===== config.mk =====
export PLATFORM = sky130hd
export DESIGN_NAME = area_top
export DESIGN_NICKNAME = d
export VERILOG_FILES = /design/src/area_pkg.sv /design/src/pattern_if.sv /design/src/pattern_source.sv /design/src/memory_block.sv /design/src/bram_bank.sv /design/src/led_mixer.sv /design/src/area_top.sv
export SDC_FILE = /design/constraint.sdc
export NUM_CORES = 2
export LEC_CHECK = 0
export BUFFER_PORTS_ARGS = -buffer_cell sky130_fd_sc_hd__buf_2
export CORE_MARGIN = 8
export CORE_UTILIZATION = 45
export CTS_CLUSTER_SIZE = 16
export DETAILED_ROUTE_END_ITERATION = 8
export GPL_TIMING_DRIVEN = 1
export PLACE_DENSITY = 0.59
export SKIP_CTS_REPAIR_TIMING = 1
export SYNTH_ARGS = -nofsm -noshare
export SYNTH_HDL_FRONTEND = slang
export SYNTH_SLANG_ARGS = --single-unit

===== constraint.sdc =====
create_clock -name CLK -period 12.6 [get_ports CLK]
set_input_delay 2.52 -clock CLK [delete_from_list [all_inputs] [get_ports CLK]]
set_output_delay 2.52 -clock CLK [all_outputs]
set_load 0.02 [all_outputs]

===== src/area_pkg.sv =====
////////////////////////////////////////
// Area test shared definitions
// Sizes, counter seeds and increments,
// and the word types used by every block
////////////////////////////////////////

package area_pkg;

  // Memory bank geometry
  localparam int BANKS  = 8;
  localparam int ADDR_W = 4;
  // Also the clear sweep length in cycles
  localparam int DEPTH  = 16;
  localparam int DATA_W = 16;

  // Pattern counter width
  localparam int CNT_W  = 32;

  // Board LED count
  localparam int LED_W  = 8;

  typedef logic [ADDR_W-1:0]       addr_t;
  typedef logic [DATA_W-1:0]       data_t;
  typedef logic [CNT_W-1:0]        cnt_t;
  // Full 16x16 product
  typedef logic [2*DATA_W-1:0]     prod_t;
  // One bit per memory block
  typedef logic [BANKS-1:0]        bank_mask_t;
  // Block k read word sits at bits k*DATA_W and up
  typedef logic [BANKS*DATA_W-1:0] bank_data_t;

  // Counter start values after reset
  localparam cnt_t SEED_A = 32'h12345678;
  localparam cnt_t SEED_B = 32'h87654321;

  // Counter increments per accepted step
  localparam cnt_t INC_A  = 32'h00012345;
  localparam cnt_t INC_B  = 32'h00054321;

endpackage


===== src/pattern_if.sv =====
////////////////////////////////////////
// Write pattern link
// Carries one memory access per strobe
// from the pattern source to the bank
////////////////////////////////////////

`timescale 1ns/1ps

interface pattern_if;

  // One access this cycle, write and read
  logic                   adv;
  // Clear sweep in progress
  logic                   clearing;
  // Shared address for all blocks
  area_pkg::addr_t        addr;
  // Low half of counter A xor counter B
  area_pkg::data_t        wdata;
  // Per-block write select
  area_pkg::bank_mask_t   wmask;

  // Source side drives everything
  modport src (
    output adv, clearing, addr, wdata, wmask
  );

  // Bank has no way to stall the source
  modport bank (
    input adv, clearing, addr, wdata, wmask
  );

endinterface


===== src/pattern_source.sv =====
////////////////////////////////////////
// Pattern source
// Clears the memories after reset, then
// turns each step into one write access
////////////////////////////////////////

`timescale 1ns/1ps

module pattern_source
  import area_pkg::*;
(
  input  logic   CLK,
  input  logic   rst_n,
  input  logic   step,
  output logic   ready,
  pattern_if.src pat
);

  // Idle is the single cycle after reset release
  typedef enum logic [1:0] {
    ST_IDLE,
    ST_SWEEP,
    ST_RUN
  } state_t;

  state_t state;
  cnt_t   cnt_a;
  cnt_t   cnt_b;
  // Shared address, doubles as the sweep counter
  addr_t  addr;
  logic   clearing;
  logic   take_step;
  logic   sweep_last;

  assign clearing   = (state == ST_SWEEP);
  assign ready      = (state == ST_RUN);
  // Steps before ready are simply ignored
  assign take_step  = ready & step;
  assign sweep_last = (addr == addr_t'(DEPTH - 1));

  always_ff @(posedge CLK) begin
    if (!rst_n) begin
      state <= ST_IDLE;
    end else begin
      case (state)
        ST_IDLE:  state <= ST_SWEEP;
        ST_SWEEP: if (sweep_last) state <= ST_RUN;
        ST_RUN:   state <= ST_RUN;
        default:  state <= ST_IDLE;
      endcase
    end
  end

  // Address wraps back to zero as the sweep ends
  always_ff @(posedge CLK) begin
    if (!rst_n) begin
      addr  <= '0;
      cnt_a <= SEED_A;
      cnt_b <= SEED_B;
    end else begin
      if (clearing || take_step) addr <= addr + addr_t'(1);
      if (take_step) begin
        cnt_a <= cnt_a + INC_A;
        cnt_b <= cnt_b + INC_B;
      end
    end
  end

  // Current pattern goes out before the increment
  assign pat.adv      = clearing | take_step;
  assign pat.clearing = clearing;
  assign pat.addr     = addr;
  // Sweep writes zero to every block
  assign pat.wdata    = clearing ? '0 : cnt_a[DATA_W-1:0] ^ cnt_b[DATA_W-1:0];
  assign pat.wmask    = clearing ? '1 : cnt_a[BANKS-1:0] ^ cnt_b[BANKS-1:0];

endmodule


===== src/memory_block.sv =====
////////////////////////////////////////
// Single-port memory block
// Registered read returns old contents
////////////////////////////////////////

`timescale 1ns/1ps

module memory_block
  import area_pkg::*;
(
  input  logic  CLK,
  input  logic  rst_n,
  input  logic  en,
  input  logic  we,
  input  addr_t addr,
  input  data_t wdata,
  output data_t rdata
);

  data_t mem [DEPTH];

  // Write port
  always_ff @(posedge CLK) begin
    if (we) mem[addr] <= wdata;
  end

  // Read port, en loads the output register
  // Same-edge write is not visible here
  always_ff @(posedge CLK) begin
    if (!rst_n) begin
      rdata <= '0;
    end else if (en) begin
      rdata <= mem[addr];
    end
  end

endmodule


===== src/bram_bank.sv =====
////////////////////////////////////////
// Memory bank
// Eight blocks on one shared address,
// per-block data and write select
////////////////////////////////////////

`timescale 1ns/1ps

module bram_bank
  import area_pkg::*;
(
  input  logic       CLK,
  input  logic       rst_n,
  pattern_if.bank    pat,
  output logic       rd_valid,
  output bank_data_t rd_data
);

  // Reads only count for real steps
  // Keeps the read registers at zero through the sweep
  logic rd_en;

  assign rd_en = pat.adv & ~pat.clearing;

  for (genvar k = 0; k < BANKS; k++) begin : g_blk
    data_t blk_wdata;
    logic  blk_we;
    data_t blk_rdata;

    // Block index folded into the low bits of the word
    assign blk_wdata = pat.clearing ? '0 : pat.wdata ^ data_t'(k);
    assign blk_we    = pat.adv & pat.wmask[k];

    memory_block u_mem (
      .CLK   (CLK),
      .rst_n (rst_n),
      .en    (rd_en),
      .we    (blk_we),
      .addr  (pat.addr),
      .wdata (blk_wdata),
      .rdata (blk_rdata)
    );

    assign rd_data[k*DATA_W +: DATA_W] = blk_rdata;
  end

  // Matches the one-cycle read latency of the blocks
  always_ff @(posedge CLK) begin
    if (!rst_n) begin
      rd_valid <= 1'b0;
    end else begin
      rd_valid <= rd_en;
    end
  end

endmodule


===== src/led_mixer.sv =====
////////////////////////////////////////
// LED mixer
// Multiplies and folds the bank reads,
// then rotates the results onto LEDs
////////////////////////////////////////

`timescale 1ns/1ps

module led_mixer
  import area_pkg::*;
(
  input  logic             CLK,
  input  logic             rst_n,
  input  logic             rd_valid,
  input  bank_data_t       rd_data,
  output logic [LED_W-1:0] led
);

  data_t      words [BANKS];
  prod_t      prods [BANKS/2];
  data_t      word_xor;
  prod_t      mult_xor;
  // Rotating shift register for the upper LEDs
  data_t      shift_q;
  // Low half of the product XOR from the last completed read
  data_t      mult_q;
  // Bit selector, counts steps mod 16
  logic [3:0] sel;

  for (genvar i = 0; i < BANKS; i++) begin : g_word
    assign words[i] = rd_data[i*DATA_W +: DATA_W];
  end

  // Block i pairs with block i+4
  for (genvar i = 0; i < BANKS/2; i++) begin : g_mult
    assign prods[i] = prod_t'(words[i]) * prod_t'(words[i + BANKS/2]);
  end

  // XOR trees
  always_comb begin
    word_xor = '0;
    for (int i = 0; i < BANKS; i++) begin
      word_xor = word_xor ^ words[i];
    end
    mult_xor = '0;
    for (int i = 0; i < BANKS/2; i++) begin
      mult_xor = mult_xor ^ prods[i];
    end
  end

  // Advance once per completed read
  always_ff @(posedge CLK) begin
    if (!rst_n) begin
      shift_q <= '0;
      mult_q  <= '0;
      sel     <= '0;
    end else if (rd_valid) begin
      // Rotate left by one, then fold in the word XOR
      shift_q <= {shift_q[DATA_W-2:0], shift_q[DATA_W-1]} ^ word_xor;
      // Held so a following read cannot reach the LEDs early
      mult_q  <= mult_xor[DATA_W-1:0];
      sel     <= sel + 4'd1;
    end
  end

  // Upper LEDs show the top of the shift register
  assign led[LED_W-1:LED_W/2] = shift_q[DATA_W-1 -: LED_W/2];

  // Lower LEDs tap the product XOR, taps a quarter turn apart
  // 4-bit index sum wraps mod 16 on its own
  for (genvar i = 0; i < LED_W/2; i++) begin : g_led
    assign led[i] = mult_q[sel + 4'(4*i)];
  end

endmodule


===== src/area_top.sv =====
////////////////////////////////////////
// Area test top level
// Pattern source, memory bank and LED
// mixer behind plain board ports
////////////////////////////////////////

`timescale 1ns/1ps

module area_top
  import area_pkg::*;
(
  input  logic             CLK,
  input  logic             rst_n,
  input  logic             step,
  output logic             ready,
  output logic [LED_W-1:0] led
);

  // Bank to mixer read path
  logic       rd_valid;
  bank_data_t rd_data;

  pattern_if pat_if ();

  pattern_source u_source (
    .CLK   (CLK),
    .rst_n (rst_n),
    .step  (step),
    .ready (ready),
    .pat   (pat_if.src)
  );

  bram_bank u_bank (
    .CLK      (CLK),
    .rst_n    (rst_n),
    .pat      (pat_if.bank),
    .rd_valid (rd_valid),
    .rd_data  (rd_data)
  );

  led_mixer u_mixer (
    .CLK      (CLK),
    .rst_n    (rst_n),
    .rd_valid (rd_valid),
    .rd_data  (rd_data),
    .led      (led)
  );

endmodule


==> Word level (Yosys, flattened, before mapping) <==
Memories as Yosys holds them, arrays and structs flattened. A register that Yosys moved wholly into a read port is not among the register bits.
Index checks and enable logic that the tools add are counted.
W data, S select, Z words.
{ "op_classes": {"bitwise_logic": 32, "n_shift": 0, "n_eq_ne": 4, "mul": 4, "n_lt_le_gt_ge": 4, "reduce_logical": 10, "muxes": 36, "n_div": 0, "addsub": 7} }
{ "op_table": {"columns": ["op", "count"], "rows": [
  ["$xor A16 B16 Y16", 12],
  ["$mux W16", 9],
  ["$mul A16 B16 Y16", 4],
  ["$add A32 B17 Y32 const B", 1],
  ["$add A32 B19 Y32 const B", 1],
  ["$lt A4 B5 Y1 const B", 4],
  ["$mux W1", 20],
  ["$bmux W1 S4", 4],
  ["$and A1 B1 Y1", 10],
  ["$add A4 B1 Y4 const B", 2],
  ["$add A4 B4 Y4 const B", 2],
  ["$logic_not A1 Y1", 8],
  ["$mux W8", 1],
  ["$xor A8 B8 Y8", 1],
  ["$not A2 Y2", 3],
  ["$pmux W2 S3", 1],
  ["$add A4 B3 Y4 const B", 1],
  ["$eq A4 B4 Y1 const B", 1],
  ["$not A1 Y1", 4],
  ["$not A3 Y3", 1],
  ["$eq A2 B1 Y1 const B", 1],
  ["$eq A2 B2 Y1 const B", 1],
  ["$logic_not A2 Y1", 1],
  ["$mux W2", 1],
  ["3 further kinds", 3]
]} }
{ "word_totals": {"latch_bits": 0, "inputBits": 3, "output_inout_bits": 9, "regBits": 107, "elab_cells": 113, "mem_bits_rw": 2048, "memories": 8, "romBits": 0} }
{ "memory_table": {"columns": ["memory", "words", "word_bits", "read_ports", "rd_ports_with_merged_regs", "wr", "line", "source"], "rows": [
  ["u_bank.g_blk[0].u_mem.mem", 16, 16, 1, 1, 1, "memory_block.sv:20", "data_t mem [DEPTH];"],
  ["u_bank.g_blk[1].u_mem.mem", 16, 16, 1, 1, 1, "memory_block.sv:20", null],
  ["u_bank.g_blk[2].u_mem.mem", 16, 16, 1, 1, 1, "memory_block.sv:20", null],
  ["u_bank.g_blk[3].u_mem.mem", 16, 16, 1, 1, 1, "memory_block.sv:20", null],
  ["u_bank.g_blk[4].u_mem.mem", 16, 16, 1, 1, 1, "memory_block.sv:20", null],
  ["u_bank.g_blk[5].u_mem.mem", 16, 16, 1, 1, 1, "memory_block.sv:20", null],
  ["2 more memories", null, null, null, null, null, null, null]
]} }

==> Logic depth before layout (Yosys ltp) <==
{ "depth": {"depth_word": 8, "depth_mapped": 24} }

==> Hierarchy <==
From an unflattened synthesis, not the netlist that was laid out.
{ "unflattened": {"cells_unflattened": 7038, "hier_area_um2": 104959.4} }
{ "by_module_without_submodules": {"columns": ["module", "instances", "area_each_um2", "seq_area_each_um2", "cells_per_inst"], "rows": [
  ["memory_block (u_bank.g_blk[1].u_mem ...)", 7, 10468.8, 8007.7, 573],
  ["led_mixer", 1, 18838.1, 720.7, 2191],
  ["memory_block (u_bank.g_blk[0].u_mem)", 1, 10359.9, 8007.7, 531],
  ["pattern_source", 1, 2208.4, 760.7, 273],
  ["bram_bank", 1, 271.5, 20.0, 32]
]} }

==> Worst setup path before layout <==
No wires, ideal clock.
{ "synth_timing": {"path_kind": "reg2reg", "startpoint": "register u_bank.g_blk[7].u_mem.rdata[1] (read register of u_bank.g_blk[7].u_mem.mem)", "endpoint": "register u_mixer.mult_q[14]", "synth_period_minus_slack_ns": 5.689, "path_slack_ns": 6.911, "required_ns": 12.530, "n_path_buf": 2, "path_stages_with_launch": 21, "arrival_time_ns": 5.619, "setup_ns": 0.070, "path_cell_list": "dfxtp_1 > buf_2 > clkbuf_1 > nand2_1 > fa_1 > fa_1 > fa_1 > fa_1 > inv_1 > fa_1 > inv_1 > fa_1 > inv_1 > ha_1 > and3_1 > a221o_1 > a21o_1 > a21oi_1 > xnor2_1 > xnor3_1 > a21oi_1"} }
{ "synth_between": {"elab_chain_cells": 2} }
{ "synth_rtl": {"columns": ["item", "line", "source"], "rows": [
  ["start, declared", "memory_block.sv:17", "output data_t rdata"],
  ["$mul A16 B16 Y16", "led_mixer.sv:36", "assign prods[i] = prod_t'(words[i]) * prod_t'(words[i + BANKS/2]);"],
  ["$xor A16 B16 Y16", "led_mixer.sv:47", "mult_xor = mult_xor ^ prods[i];"],
  ["end signal, assigned", "led_mixer.sv:61", "mult_q <= mult_xor[DATA_W-1:0];"],
  ["end, declared", "led_mixer.sv:26", "data_t mult_q;"]
]} }
No other way between the ends.
A chain may end at the register's enable or synchronous reset.

==> Final worst setup path <==
{ "layout_timing": {"startpoint": "register u_bank.g_blk[7].u_mem.rdata[1] (read register of u_bank.g_blk[7].u_mem.mem)", "endpoint": "register u_mixer.mult_q[15]"} }
The elaborated chain is that of the path after synthesis.

==> impl_metrics.csv <==
group,metric,value,unit
run_status,status,"finished clean",
worst_setup_path,arrival,7050,ps
global_routing,grt_pass1_wl,380000,um
timing,max_freq,0.160,GHz
cells_and_area,design_area,114000,um2
yosys,synthTopCellsByArea,"edfxtp_1 (60%), mux4_2 (14%), fa_1 (6.2%)",
worst_setup_path,critPathLaunchType,"flop",
job,maxCapViolCount,0,
timing,finalSetupViolCount,0,
worst_setup_path,endpoint_kind,"flop",
yosys,syn-num-nets,6530,
cells_and_area,final_cell_mix,"edfxtp_1 (2048), mux4_2 (646), nand2_1 (587)",
pwr,leakagePower,38.2,nW
yosys,synth.distinct_cells,50,
detailed_routing,ant_nets,0,
cts,cts_tree,"yes",
yosys,yosys.area.top_type_share,59.9,%
cells_and_area,drive_above_1_share,20.0,%
cts,htree_levels,4,
cts,clockRootBuffer,"clkbuf_16",
pwr,power_density,177,nW/um2
cells_and_area,final_common_cell,"edfxtp_1",
cells_and_area,area_growth,11.1,%
detailed_routing,post_drt_wl_per_cell,27.9,um
detailed_routing,drt_iter0_markers,5065,
global_routing,first_global_vias,54000,
worst_setup_path,critPathMaxFanout,17,
yosys,synth_edf_count,2048,
cts,clk_latency,870,ps
timing,slew_violations,0,
yosys,synth_flop_cell,"edfxtp_1",
placed_design,dp_hpwl,164000,um
global_routing,antenna_found_initial,12,
global_routing,track_usage,21.2,%
cells_and_area,fin_nets,6633,
timing,hold_viol_final,0,
die,fp.coreArea,227000,um2
detailed_routing,vias,52600,
placed_design,placed_area,107000,um2
global_routing,grt.overflow.total,0,
yosys,ys_warn_count,0,
yosys,synth.avg_cell_area,17.1,um2
worst_setup_path,crit_type,"reg2reg",
worst_setup_path,crit_required,13400,ps
yosys,yosysTopAreaCell,"edfxtp_1",
pwr,vdd_ir_drop_max,0.000156,V
timing,period_share,49.6,%
detailed_routing,vias_per_cell,5.65,
yosys,synth_cells,6001,
cts,clkSinkCount,2251,
cts,clk_path_buf_depth,3,
cells_and_area,final_cell_count_no_fill,9297,
global_routing,grt_max_degree,146,
cts,clk_pin_slew,70,ps
yosys,synth.yosys.seq_area_share,63.8,%
placed_design,place_inst,8885,
cells_and_area,fillers,18700,
placed_design,placement.io_buffers,11,
die,io_pins,12,
die,fp.dieH,494,um
timing,finalClockSkew,34.4,ps
yosys,async_reset_ff_share,0,%
timing,rsz0062_at_grt,"false",
timing,setup_tns,0,ps
timing,worst_slew_pin_slew,1340,ps
placed_design,place.gp.congestion,0.879,
detailed_routing,dr.pass1.iters,5,
timing,slew_headroom,10.5,%
yosys,synth_area,103000,um2
cts,cts_made_buffers,226,
detailed_routing,wl,259000,um
timing,holdWs,477,ps
die,initial_utilization,45.2,%
yosys,ys_ff_latch,2251,
die,die_area,244000,um2
timing,period_minus_slack,6250,ps
die,num_rows,175,
detailed_routing,drc,0,
die,chipWidth,494,um
hold_path,hold_class,"reg2reg",
cell usage after synthesis, types with 5 or more instances:
master / count
ha_1: 206
or3_1: 12
clkbuf_1: 243
nand3_1: 22
mux2i_1: 23
a21boi_0: 141
o211a_1: 10
and2_1: 289
buf_2: 27
nand2_1: 587
nor3_1: 11
a21o_1: 21
o21ai_0: 25
xnor2_1: 295
nor2_1: 170
a41oi_1: 5
o21bai_1: 5
edfxtp_1: 2048
nand2b_1: 6
inv_1: 454
a21oi_1: 29
xor2_1: 74
dfxtp_1: 203
nor2b_1: 31
o21ai_1: 5
mux4_2: 646
buf_1: 47
fa_1: 320
buf_4: 6
routing by layer:
layer,vias to the layer above,GRT usage [%],part of all wire (%)
li1,22300,-,-
met1,28300,31.5,45
met2,1673,33.5,47
met3,285,2.76,5.8
met4,2,4.95,2.2
met5,-,0,0.0050
state kept, by name, indices dropped and copies added (netlist names):
register                  flops
u_mixer.shift_q              16
u_source.cnt_b               16
u_source.pat.addr             4
u_mixer.mult_q               16
u_bank.g_blk.u_mem.mem     2048
u_mixer.sel                   4
u_bank.g_blk.u_mem.rdata    128
u_source.state                2
u_bank.rd_valid               1
u_source.cnt_a               16
kinds of logic (layout without fill, tap and decap cells):
family                     count (synthesis)  count (layout)  share of synthesized area [%]
and+or+nand+nor                         1142            1142                           5.07
AOI/OAI and AO/OA                        258             258                           1.79
xor gates and xnor gates                 376             376                           3.28
other                                      0               2                              0
adders and majority gates                526             526                           8.74
DFF                                     2251            2251                           63.8
muxes                                    669             669                           14.4
buffers and inverters                    779            1064                           2.92
worst max-delay path: stages (launching register included):
cell     delay, ps
dfxtp_1        760
nand2_1        170
fa_1           560
inv_1           60
fa_1           530
ha_1           130
inv_1           50
fa_1           460
fa_1           550
inv_1           50
fa_1           430
ha_1           220
nor3_1         160
a21bo_2        250
a31oi_1        300
o21ai_0        170
o41ai_1        520
xnor3_1        340
xnor3_1        330
a21oi_1        140
layout make-up:
class	instances	area (um2)	area share [%]
diodes	2	5.00	0.00438
flip-flops and latches	2251	65600	57.4
repair buffers	200	1560	1.36
inverters	454	1700	1.49
clock buffers	273	5870	5.15
multi-input cells	2971	34500	30.3
clock inverters	137	1140	1.00
well taps	3009	3760	3.30
power breakdown:
part / switching (mW) / internal, mW
clock network: 2.85 / 3.56
logic: 2.65 / 1.52
registers: 0.298 / 9.33
worst paths after layout:
kind,startpoint,end,slack [ps],depth (start not counted)
min reg2reg,u_bank.g_blk[2].u_mem.rdata[0],u_bank.g_blk[2].u_mem.rdata[0],480,2
max reg2reg,u_bank.g_blk[7].u_mem.rdata[1],u_mixer.mult_q[15],6350,19
max,u_bank.g_blk[7].u_mem.rdata[1],u_mixer.mult_q[15],6350,19
min,u_bank.g_blk[2].u_mem.rdata[0],u_bank.g_blk[2].u_mem.rdata[0],480,2
through the flow:
step,utilization [%],power (mW),worst slack (ps)
after floorplan,-,12.3,6910
after global placement,47.1,13.9,6460
after detailed placement,47.1,14.0,6350
after CTS,50.2,20.4,6300
after global routing,50.2,20.9,5900
final,50.2,20.2,6350
No activity file was read; power rests on OpenSTA's default activity.
